==> src/roc_cfg.svh <==
/*
 * Build-time sizes for the read-only cache.
 * Include wherever the address, word or cache geometry is needed.
 */

`ifndef ROC_CFG_SVH
`define ROC_CFG_SVH

// Address and data widths in bits
`define ROC_ADDR_W 32
`define ROC_WORD_W 32

// Cache geometry, both powers of two
`define ROC_LINE_WORDS 4
`define ROC_LINE_COUNT 16

// Number of cacheable region rules
`define ROC_NR_RULES 2

`endif

==> src/roc_cache_pkg.sv <==
/*
 * Data and address types of the read-only cache.
 * Field positions inside a byte address are derived here from the cfg macros.
 */

`include "roc_cfg.svh"

package roc_cache_pkg;

  // Address split: | tag | index | offset | byte |
  localparam int unsigned BYTE_W    = $clog2(`ROC_WORD_W / 8);
  localparam int unsigned OFFSET_W  = $clog2(`ROC_LINE_WORDS);
  localparam int unsigned INDEX_W   = $clog2(`ROC_LINE_COUNT);
  localparam int unsigned INDEX_LSB = BYTE_W + OFFSET_W;
  localparam int unsigned TAG_W     = `ROC_ADDR_W - INDEX_LSB - INDEX_W;

  typedef logic [`ROC_ADDR_W-1:0] addr_t;
  typedef logic [`ROC_WORD_W-1:0] word_t;
  typedef word_t [`ROC_LINE_WORDS-1:0] line_t;

  typedef logic [INDEX_W-1:0]  index_t;
  typedef logic [OFFSET_W-1:0] offset_t;
  typedef logic [TAG_W-1:0]    tag_t;

  // Beats minus one of a memory read
  typedef logic [OFFSET_W-1:0] len_t;

endpackage

==> src/roc_ctrl_pkg.sv <==
/*
 * Control encodings of the read-only cache.
 * Holds the request route and the refill state machine states.
 */

`include "roc_cfg.svh"

package roc_ctrl_pkg;

  // Path taken by one read
  typedef enum logic {
    ROUTE_BYPASS = 1'b0,
    ROUTE_CACHE  = 1'b1
  } route_e;

  // Result stage states
  typedef enum logic [2:0] {
    IDLE,
    HIT_RSP,
    MEM_REQ,
    MEM_DATA,
    RSP
  } refill_state_e;

endpackage

==> src/roc_route_decode.sv <==
/*
 * Chooses cache or bypass for each read request.
 * The route is combinational and held while a request waits for ready.
 */

`timescale 1ns/10ps

`include "roc_cfg.svh"

module roc_route_decode (
  input  logic                                     clk_i,
  input  logic                                     rst_n_i,
  input  logic                                     enable_i,
  input  logic                                     req_valid_i,
  input  logic                                     req_ready_i,
  input  roc_cache_pkg::addr_t                     req_addr_i,
  input  logic                                     req_lock_i,
  input  roc_cache_pkg::addr_t [`ROC_NR_RULES-1:0] start_addr_i,
  input  roc_cache_pkg::addr_t [`ROC_NR_RULES-1:0] end_addr_i,
  output roc_ctrl_pkg::route_e                     route_o
);

  logic                 in_region;
  logic                 waiting_q;
  roc_ctrl_pkg::route_e route_d;
  roc_ctrl_pkg::route_e route_q;

  // Start inclusive, end exclusive
  always_comb begin
    in_region = 1'b0;
    for (int i = 0; i < `ROC_NR_RULES; i++) begin
      if (req_addr_i >= start_addr_i[i] && req_addr_i < end_addr_i[i]) begin
        in_region = 1'b1;
      end
    end
  end

  // Locked reads and a disabled cache always bypass
  always_comb begin
    route_d = roc_ctrl_pkg::ROUTE_BYPASS;
    if (in_region && enable_i && !req_lock_i) begin
      route_d = roc_ctrl_pkg::ROUTE_CACHE;
    end
  end

  assign route_o = waiting_q ? route_q : route_d;

  // Remember the route of a request that is not yet accepted
  always_ff @(posedge clk_i or negedge rst_n_i) begin
    if (!rst_n_i) begin
      route_q   <= roc_ctrl_pkg::ROUTE_BYPASS;
      waiting_q <= 1'b0;
    end else begin
      route_q   <= route_o;
      waiting_q <= req_valid_i && !req_ready_i;
    end
  end

endmodule

==> src/roc_tag_lookup.sv <==
/*
 * Direct-mapped tag, valid and data store of the read-only cache.
 * Accepts one request at a time, reports hit or miss one cycle later,
 * serves flushes while idle and takes refilled lines from the result stage.
 */

`timescale 1ns/10ps

`include "roc_cfg.svh"

module roc_tag_lookup (
  input  logic                    clk_i,
  input  logic                    rst_n_i,
  input  logic                    req_valid_i,
  output logic                    req_ready_o,
  input  roc_cache_pkg::addr_t    req_addr_i,
  input  roc_ctrl_pkg::route_e    route_i,
  input  logic                    flush_valid_i,
  output logic                    flush_ready_o,
  input  logic                    done_i,
  input  logic                    wr_valid_i,
  input  roc_cache_pkg::index_t   wr_index_i,
  input  roc_cache_pkg::tag_t     wr_tag_i,
  input  roc_cache_pkg::line_t    wr_line_i,
  output logic                    lk_valid_o,
  output logic                    lk_hit_o,
  output roc_cache_pkg::word_t    lk_word_o,
  output roc_cache_pkg::addr_t    lk_addr_o,
  output roc_ctrl_pkg::route_e    lk_route_o
);

  logic                       busy_q;
  logic                       lk_valid_q;
  logic                       accept;
  logic [`ROC_LINE_COUNT-1:0] valid_q;
  roc_cache_pkg::tag_t        tag_q  [`ROC_LINE_COUNT];
  roc_cache_pkg::line_t       data_q [`ROC_LINE_COUNT];
  roc_cache_pkg::addr_t       addr_q;
  roc_ctrl_pkg::route_e       route_q;
  roc_cache_pkg::index_t      lk_index;
  roc_cache_pkg::offset_t     lk_offset;
  roc_cache_pkg::tag_t        lk_tag;

  // A pending flush holds off new requests
  assign req_ready_o   = !busy_q && !flush_valid_i;
  assign flush_ready_o = flush_valid_i && !busy_q;
  assign accept        = req_valid_i && req_ready_o;

  // --------------------------------------------------
  // Hit check on the registered address
  // --------------------------------------------------
  assign lk_index  = addr_q[roc_cache_pkg::INDEX_LSB +: roc_cache_pkg::INDEX_W];
  assign lk_offset = addr_q[roc_cache_pkg::BYTE_W +: roc_cache_pkg::OFFSET_W];
  assign lk_tag    = addr_q[`ROC_ADDR_W-1 -: roc_cache_pkg::TAG_W];

  assign lk_valid_o = lk_valid_q;
  assign lk_hit_o   = lk_valid_q && (route_q == roc_ctrl_pkg::ROUTE_CACHE) &&
                      valid_q[lk_index] && (tag_q[lk_index] == lk_tag);
  assign lk_word_o  = data_q[lk_index][lk_offset];
  assign lk_addr_o  = addr_q;
  assign lk_route_o = route_q;

  // --------------------------------------------------
  // Control state and valid bits
  // --------------------------------------------------
  always_ff @(posedge clk_i or negedge rst_n_i) begin
    if (!rst_n_i) begin
      busy_q     <= 1'b0;
      lk_valid_q <= 1'b0;
      valid_q    <= '0;
    end else begin
      lk_valid_q <= accept;
      // Busy until the response of this request is taken
      if (accept) begin
        busy_q <= 1'b1;
      end else if (done_i) begin
        busy_q <= 1'b0;
      end
      if (flush_ready_o) begin
        valid_q <= '0;
      end else if (wr_valid_i) begin
        valid_q[wr_index_i] <= 1'b1;
      end
    end
  end

  // Request capture and line storage
  always_ff @(posedge clk_i) begin
    if (accept) begin
      addr_q  <= req_addr_i;
      route_q <= route_i;
    end
    if (wr_valid_i) begin
      tag_q[wr_index_i]  <= wr_tag_i;
      data_q[wr_index_i] <= wr_line_i;
    end
  end

endmodule

==> src/roc_refill_ctrl.sv <==
/*
 * Result stage of the read-only cache.
 * Answers hits from the lookup word, fetches lines on a miss and single
 * words on a bypass, then returns exactly one response per request.
 */

`timescale 1ns/10ps

`include "roc_cfg.svh"

module roc_refill_ctrl (
  input  logic                   clk_i,
  input  logic                   rst_n_i,
  input  logic                   lk_valid_i,
  input  logic                   lk_hit_i,
  input  roc_cache_pkg::word_t   lk_word_i,
  input  roc_cache_pkg::addr_t   lk_addr_i,
  input  roc_ctrl_pkg::route_e   lk_route_i,
  output logic                   rsp_valid_o,
  input  logic                   rsp_ready_i,
  output roc_cache_pkg::word_t   rsp_data_o,
  output logic                   rsp_error_o,
  output logic                   mem_req_valid_o,
  input  logic                   mem_req_ready_i,
  output roc_cache_pkg::addr_t   mem_req_addr_o,
  output roc_cache_pkg::len_t    mem_req_len_o,
  input  logic                   mem_rsp_valid_i,
  input  roc_cache_pkg::word_t   mem_rsp_data_i,
  input  logic                   mem_rsp_error_i,
  input  logic                   mem_rsp_last_i,
  output logic                   wr_valid_o,
  output roc_cache_pkg::index_t  wr_index_o,
  output roc_cache_pkg::tag_t    wr_tag_o,
  output roc_cache_pkg::line_t   wr_line_o,
  output logic                   done_o,
  output logic                   ev_hit_o,
  output logic                   ev_miss_o,
  output logic                   ev_bypass_o
);

  roc_ctrl_pkg::refill_state_e state_q;
  roc_ctrl_pkg::refill_state_e state_d;
  roc_cache_pkg::offset_t      cnt_q;
  logic                        err_q;
  logic                        wr_valid_q;
  logic                        beat_take;
  roc_cache_pkg::word_t        rsp_data_q;
  roc_cache_pkg::line_t        line_q;
  roc_cache_pkg::addr_t        addr_q;
  roc_ctrl_pkg::route_e        route_q;
  roc_cache_pkg::addr_t        mem_addr_q;
  roc_cache_pkg::len_t         mem_len_q;

  assign beat_take = (state_q == roc_ctrl_pkg::MEM_DATA) && mem_rsp_valid_i;

  // --------------------------------------------------
  // State machine
  // --------------------------------------------------
  always_comb begin
    state_d = state_q;
    case (state_q)
      roc_ctrl_pkg::IDLE: begin
        if (lk_valid_i) begin
          state_d = lk_hit_i ? roc_ctrl_pkg::HIT_RSP : roc_ctrl_pkg::MEM_REQ;
        end
      end
      roc_ctrl_pkg::MEM_REQ: begin
        if (mem_req_ready_i) begin
          state_d = roc_ctrl_pkg::MEM_DATA;
        end
      end
      roc_ctrl_pkg::MEM_DATA: begin
        if (beat_take && mem_rsp_last_i) begin
          state_d = roc_ctrl_pkg::RSP;
        end
      end
      roc_ctrl_pkg::HIT_RSP, roc_ctrl_pkg::RSP: begin
        if (rsp_ready_i) begin
          state_d = roc_ctrl_pkg::IDLE;
        end
      end
      default: state_d = roc_ctrl_pkg::IDLE;
    endcase
  end

  always_ff @(posedge clk_i or negedge rst_n_i) begin
    if (!rst_n_i) begin
      state_q    <= roc_ctrl_pkg::IDLE;
      cnt_q      <= '0;
      err_q      <= 1'b0;
      wr_valid_q <= 1'b0;
    end else begin
      state_q    <= state_d;
      // Only an error-free cache refill updates the store
      wr_valid_q <= beat_take && mem_rsp_last_i && (route_q == roc_ctrl_pkg::ROUTE_CACHE) &&
                    !(err_q || mem_rsp_error_i);
      if (lk_valid_i) begin
        cnt_q <= '0;
        err_q <= 1'b0;
      end else if (beat_take) begin
        cnt_q <= cnt_q + 1'b1;
        err_q <= err_q | mem_rsp_error_i;
      end
    end
  end

  // --------------------------------------------------
  // Request capture and beat collection
  // --------------------------------------------------
  always_ff @(posedge clk_i) begin
    if (lk_valid_i) begin
      addr_q     <= lk_addr_i;
      route_q    <= lk_route_i;
      rsp_data_q <= lk_word_i;
      if (lk_route_i == roc_ctrl_pkg::ROUTE_CACHE) begin
        // Whole line from its first word
        mem_addr_q <= {lk_addr_i[`ROC_ADDR_W-1:roc_cache_pkg::INDEX_LSB],
                       {roc_cache_pkg::INDEX_LSB{1'b0}}};
        mem_len_q  <= roc_cache_pkg::len_t'(`ROC_LINE_WORDS - 1);
      end else begin
        mem_addr_q <= {lk_addr_i[`ROC_ADDR_W-1:roc_cache_pkg::BYTE_W],
                       {roc_cache_pkg::BYTE_W{1'b0}}};
        mem_len_q  <= '0;
      end
    end
    if (beat_take) begin
      line_q[cnt_q] <= mem_rsp_data_i;
      // Keep the beat the requester asked for
      if ((route_q == roc_ctrl_pkg::ROUTE_BYPASS) ||
          (cnt_q == addr_q[roc_cache_pkg::BYTE_W +: roc_cache_pkg::OFFSET_W])) begin
        rsp_data_q <= mem_rsp_data_i;
      end
    end
  end

  // --------------------------------------------------
  // Outputs
  // --------------------------------------------------
  assign rsp_valid_o = (state_q == roc_ctrl_pkg::HIT_RSP) || (state_q == roc_ctrl_pkg::RSP);
  assign rsp_data_o  = rsp_data_q;
  // Cleared on the lookup strobe, so a hit never reports an error
  assign rsp_error_o = err_q;
  assign done_o      = rsp_valid_o && rsp_ready_i;

  assign mem_req_valid_o = (state_q == roc_ctrl_pkg::MEM_REQ);
  assign mem_req_addr_o  = mem_addr_q;
  assign mem_req_len_o   = mem_len_q;

  assign wr_valid_o = wr_valid_q;
  assign wr_index_o = addr_q[roc_cache_pkg::INDEX_LSB +: roc_cache_pkg::INDEX_W];
  assign wr_tag_o   = addr_q[`ROC_ADDR_W-1 -: roc_cache_pkg::TAG_W];
  assign wr_line_o  = line_q;

  assign ev_hit_o    = lk_valid_i && lk_hit_i;
  assign ev_miss_o   = lk_valid_i && !lk_hit_i && (lk_route_i == roc_ctrl_pkg::ROUTE_CACHE);
  assign ev_bypass_o = lk_valid_i && (lk_route_i == roc_ctrl_pkg::ROUTE_BYPASS);

endmodule

==> src/roc_top.sv <==
/*
 * Read-only cache between one requester and one memory.
 * Connects route decode, tag lookup and the refill result stage.
 */

`timescale 1ns/10ps

`include "roc_cfg.svh"

module roc_top (
  input  logic                                     clk_i,
  input  logic                                     rst_n_i,
  input  logic                                     enable_i,
  input  roc_cache_pkg::addr_t [`ROC_NR_RULES-1:0] start_addr_i,
  input  roc_cache_pkg::addr_t [`ROC_NR_RULES-1:0] end_addr_i,
  input  logic                                     flush_valid_i,
  output logic                                     flush_ready_o,
  input  logic                                     req_valid_i,
  output logic                                     req_ready_o,
  input  roc_cache_pkg::addr_t                     req_addr_i,
  input  logic                                     req_lock_i,
  output logic                                     rsp_valid_o,
  input  logic                                     rsp_ready_i,
  output roc_cache_pkg::word_t                     rsp_data_o,
  output logic                                     rsp_error_o,
  output logic                                     mem_req_valid_o,
  input  logic                                     mem_req_ready_i,
  output roc_cache_pkg::addr_t                     mem_req_addr_o,
  output roc_cache_pkg::len_t                      mem_req_len_o,
  input  logic                                     mem_rsp_valid_i,
  input  roc_cache_pkg::word_t                     mem_rsp_data_i,
  input  logic                                     mem_rsp_error_i,
  input  logic                                     mem_rsp_last_i,
  output logic                                     ev_hit_o,
  output logic                                     ev_miss_o,
  output logic                                     ev_bypass_o
);

  roc_ctrl_pkg::route_e  route;
  logic                  lk_valid;
  logic                  lk_hit;
  roc_cache_pkg::word_t  lk_word;
  roc_cache_pkg::addr_t  lk_addr;
  roc_ctrl_pkg::route_e  lk_route;
  logic                  wr_valid;
  roc_cache_pkg::index_t wr_index;
  roc_cache_pkg::tag_t   wr_tag;
  roc_cache_pkg::line_t  wr_line;
  logic                  done;

  roc_route_decode i_route_decode (
    .clk_i        ( clk_i        ),
    .rst_n_i      ( rst_n_i      ),
    .enable_i     ( enable_i     ),
    .req_valid_i  ( req_valid_i  ),
    .req_ready_i  ( req_ready_o  ),
    .req_addr_i   ( req_addr_i   ),
    .req_lock_i   ( req_lock_i   ),
    .start_addr_i ( start_addr_i ),
    .end_addr_i   ( end_addr_i   ),
    .route_o      ( route        )
  );

  roc_tag_lookup i_tag_lookup (
    .clk_i         ( clk_i         ),
    .rst_n_i       ( rst_n_i       ),
    .req_valid_i   ( req_valid_i   ),
    .req_ready_o   ( req_ready_o   ),
    .req_addr_i    ( req_addr_i    ),
    .route_i       ( route         ),
    .flush_valid_i ( flush_valid_i ),
    .flush_ready_o ( flush_ready_o ),
    .done_i        ( done          ),
    .wr_valid_i    ( wr_valid      ),
    .wr_index_i    ( wr_index      ),
    .wr_tag_i      ( wr_tag        ),
    .wr_line_i     ( wr_line       ),
    .lk_valid_o    ( lk_valid      ),
    .lk_hit_o      ( lk_hit        ),
    .lk_word_o     ( lk_word       ),
    .lk_addr_o     ( lk_addr       ),
    .lk_route_o    ( lk_route      )
  );

  roc_refill_ctrl i_refill_ctrl (
    .clk_i           ( clk_i           ),
    .rst_n_i         ( rst_n_i         ),
    .lk_valid_i      ( lk_valid        ),
    .lk_hit_i        ( lk_hit          ),
    .lk_word_i       ( lk_word         ),
    .lk_addr_i       ( lk_addr         ),
    .lk_route_i      ( lk_route        ),
    .rsp_valid_o     ( rsp_valid_o     ),
    .rsp_ready_i     ( rsp_ready_i     ),
    .rsp_data_o      ( rsp_data_o      ),
    .rsp_error_o     ( rsp_error_o     ),
    .mem_req_valid_o ( mem_req_valid_o ),
    .mem_req_ready_i ( mem_req_ready_i ),
    .mem_req_addr_o  ( mem_req_addr_o  ),
    .mem_req_len_o   ( mem_req_len_o   ),
    .mem_rsp_valid_i ( mem_rsp_valid_i ),
    .mem_rsp_data_i  ( mem_rsp_data_i  ),
    .mem_rsp_error_i ( mem_rsp_error_i ),
    .mem_rsp_last_i  ( mem_rsp_last_i  ),
    .wr_valid_o      ( wr_valid        ),
    .wr_index_o      ( wr_index        ),
    .wr_tag_o        ( wr_tag          ),
    .wr_line_o       ( wr_line         ),
    .done_o          ( done            ),
    .ev_hit_o        ( ev_hit_o        ),
    .ev_miss_o       ( ev_miss_o       ),
    .ev_bypass_o     ( ev_bypass_o     )
  );

endmodule

==> config.mk <==
export PLATFORM = sky130hd
export DESIGN_NAME = roc_top
export DESIGN_NICKNAME = d
export VERILOG_FILES = /design/src/roc_cache_pkg.sv /design/src/roc_ctrl_pkg.sv /design/src/roc_route_decode.sv /design/src/roc_tag_lookup.sv /design/src/roc_refill_ctrl.sv /design/src/roc_top.sv
export VERILOG_INCLUDE_DIRS = /design/src
export SDC_FILE = /design/constraint.sdc
export NUM_CORES = 2
export LEC_CHECK = 0
export ABC_AREA = 1
export CORE_MARGIN = 4
export CORE_UTILIZATION = 55
export DETAILED_ROUTE_END_ITERATION = 12
export DONT_BUFFER_PORTS = 1
export GPL_ROUTABILITY_DRIVEN = 1
export PLACE_DENSITY_LB_ADDON = 0.2
export SLEW_MARGIN = 15
export SYNTH_ARGS = -nofsm -noshare
export SYNTH_HDL_FRONTEND = slang
export SYNTH_SLANG_ARGS = --single-unit
==> constraint.sdc <==
create_clock -name clk_i -period 24.2 [get_ports clk_i]
set_input_delay 2.42 -clock clk_i [delete_from_list [all_inputs] [get_ports clk_i]]
set_output_delay 2.42 -clock clk_i [all_outputs]
set_load 0.005 [all_outputs]
==> flow_summary.yaml <==
timing:
  finalSetupViolCount: 0
  slew_headroom_pct: 11.0
  fin_crit_sh_pct: 32.6
  clock_skew_ns: 0.0494
  layout_min_cycle_time_ns: 7.89
  hold_violations: 0
  fmax_ghz: 0.127
  slew_violations: 0
  worstMarginPinSlew_ns: 1.34
  finalSetupTns_ns: 0
  rsz0062_at_grt: "no"
synth:
  netlist_instances: 8519
  synth_fa_ha_area_share_pct: 1.50
  synthesis.area_sq_um: 108000
  synthArstFlopShare_pct: 1.00
  avgSynthCellArea_sq_um: 12.7
  synthTopCellsByArea: "edfxtp_1, o21ai_0, nor2_1"
  synth_simple_gate_area_share_pct: 11.1
  synth_seq_area_share_pct: 74.0
  synth-edff-count: 2624
  synth_xor_area_share_pct: 0.0162
  synth_top_family_by_area: "simple AND/OR/NAND/NOR gates"
  synth_compound_area_share_pct: 9.52
  netlist_top_cells_count: "edfxtp_1, nor2_1, nand2_1"
  ys_ff_latch: 2687
  synthDistinctLibCells: 43
  yosys.area.top_type_share_pct: 72.7
  yosysMostFrequentCell: "edfxtp_1"
  synthFlopType: "edfxtp_1"
  synth_mux_area_share_pct: 0
  synth_largest_area_cell: "edfxtp_1"
  synth_warnings: 0
final_layout:
  multiInputGateArea_sq_um: 24100
  regArea_sq_um: 80200
  drive_gt1_share_pct: 6.22
  final_cells: 11177
  nFillCells: 14814
  area_delta_synth_final_pct: 9.66
  nets: 8678
worst_setup_path:
  end_kind: "output port"
  crit_fanout: 90
  critPathArrivalTime_ns: 5.47
  cp_slowest_stage_delay_ns: 0.94
  worstPathRequired_ns: 21.78
  path_cells: "buf_4 -> buf_4 -> buf_4 -> nand3_1 -> nand3_1 -> nand3_1 -> nand2_1 -> nand2_1 -> nand2_1 -> nand2_1 -> nor2_1 -> nand3_1 -> nor2_2 -> nor2_1"
  worst_path_max_delay_cell: "buf_4"
  r2r_slack_ns: 17.99
  critPathKind: "reg -> out"
  start_kind: "flop"
power_and_ir_drop:
  power.net_switching_mw: 2.86
  netSwitchingFraction_pct: 26.2
  vdd_drop_max_mv: 0.0651
  power_mw: 10.9
  combPwrFrac_pct: 12.8
  power_density_nw_per_um2: 92.1
  pwr-share-clk_pct: 38.3
  p_int_mw: 8.07
  power_frac_seq_pct: 48.9
  p_leak_nw: 40.3
cts:
  ctsResizeCount: 0
  cts.clk_slew.worst_paths_ns: 0.06
  cts_root_buf: "clkbuf_16"
  cts_sinks: 2687
  holdBufCountCts: 0
  cts_tree: "yes"
  htreeDepth: 5
  postCtsSetupBuffers: 0
  cts_buffers: 285
  clk_latency_ns: 0.93
  clockBufferDepth: 4
grt:
  grt_antenna_before_repair: 4
  grt_max_degree: 245
  overflow: 0
  grt_util_met1_pct: 38.1
  met3_usage_pct: 4.07
  top_usage_layer: "met2"
  grt_use_met2_pct: 46.8
  grt_pass1_vias: 66157
  grt_use_total_pct: 28.0
  grt_pass1_wl_mm: 428
place:
  hpwlAfterDp_mm: 135
  place_congestion: 0.843
  dp_cells: 10681
  numPortBuffers: 0
detailed_routing:
  drt_iter0_drc: 8288
  wirelength_mm: 293
  final_antenna_net_count: 0
  viasPerCell: 6.20
  avgRoutedWirePerCell_um: 26.2
  via_count: 69264
  drc_errors: 0
  drt_pass1_iterations: 8
floorplanning:
  coreArea_sq_um: 195000
  die-height_um: 452
  die_w_um: 452
  die-area_sq_um: 204000
  boundaryPins: 277
  start_util_pct: 55.4
  rows: 162
outcome:
  status: "finished clean"
run:
  drv_cap: 0
hold_path:
  hold_class: "reg -> reg"
[layout by cell type (no fill, tap or decap), types with 44 or more instances in the layout]
cell,instances
a21oi_1,145
buf_4,97
clkbuf_16,294
clkbuf_1,60
o22ai_1,424
edfxtp_1,2624
inv_1,303
nor2_1,1185
o221ai_1,88
nand3_1,649
clkinv_1,57
o21ai_1,83
ha_1,130
nand2_1,1058
o211ai_1,44
o21ai_0,1052
[logic make-up (layout without fill, tap and decap cells)]
logic type	Yosys count	count (layout)
compound gates	1854	1854
xor+xnor	2	2
fa+ha+maj	130	130
buf+inv	887	918
flops	2687	2687
other cells	1	4
simple gates	2958	2958
[flip-flops by register name (all words and copies together), names as in the netlist, 2 cells and up, named ones only]
signal and count:
i_refill_ctrl.rsp_data_o 32, i_refill_ctrl.state_q 3, i_refill_ctrl.mem_req_addr_o 2, i_refill_ctrl.addr_q 30, i_tag_lookup.lk_addr_o 30, i_tag_lookup.valid_q 16
i_tag_lookup.data_q 2048, i_refill_ctrl.cnt_q 2, i_tag_lookup.tag_q 384, i_refill_ctrl.wr_line_o 128
[stage by stage]
| stage | setup slack [ns] | hold slack, ns | utilization [%] | instance area (sq um) |
|---|---|---|---|---|
| after detailed placement | 17.23 | 0.463 | 56.2 | 110000 |
| after floorplan | 16.50 | 0.421 | - | 108000 |
| final | 16.31 | 0.475 | 60.8 | 119000 |
| after global routing | 16.05 | 0.497 | 60.8 | 119000 |
| after CTS | 16.26 | 0.486 | 60.8 | 119000 |
| after global placement | 17.17 | 0.460 | 56.2 | 110000 |
[worst max-delay path, delay by kind of cell, from the launching register on]
kind / cells / cell delay (ns)
and+or+nand+nor: 11 / 1.33
DFF: 1 / 0.55
buffers and inverters: 3 / 2.58
[metal layers]
layer | vias up | wire (um)
met2 | 3290 | 143000
met5 | - | 0
met1 | 34649 | 115000
li1 | 30662 | -
met3 | 663 | 25000
met4 | 0 | 10400
[path summary, 6_finish.rpt]
check / depth (start not counted) / endpoint / startpoint
max: 14 / ev_miss_o / flop
min in group asynchronous: 0 / i_refill_ctrl.state_q[0] / rst_n_i
max reg2reg: 15 / i_refill_ctrl.rsp_data_o[10] / flop
max in group asynchronous: 0 / i_tag_lookup.valid_q[0] / rst_n_i
min: 2 / i_route_decode.route_q / i_route_decode.route_q
min reg2reg: 2 / i_route_decode.route_q / i_route_decode.route_q
[power by group through the flow]
stage	combinational, mW	sequential [mW]	clock, mW
2_1_floorplan	1.03	5.36	0
3_3_place_gp	1.35	5.45	0
3_5_place_dp	1.38	5.45	0
4_1_cts	1.39	5.35	4.23
5_1_grt	1.55	5.36	4.43
6_report	1.40	5.35	4.18
[area by class of cell]
| type | instances | share of cell area, % |
|---|---|---|
| Antenna cell | 2 | 0.00421 |
| Clock buffer | 372 | 6.59 |
| Clock inverter | 121 | 0.881 |
| Inverter | 312 | 1.01 |
| Multi-Input combinational cell | 4946 | 20.3 |
| Sequential cell | 2687 | 67.5 |
| Tap cell | 2624 | 2.76 |
| Timing Repair Buffer | 113 | 0.889 |
No activity file was read; power rests on OpenSTA's default activity.
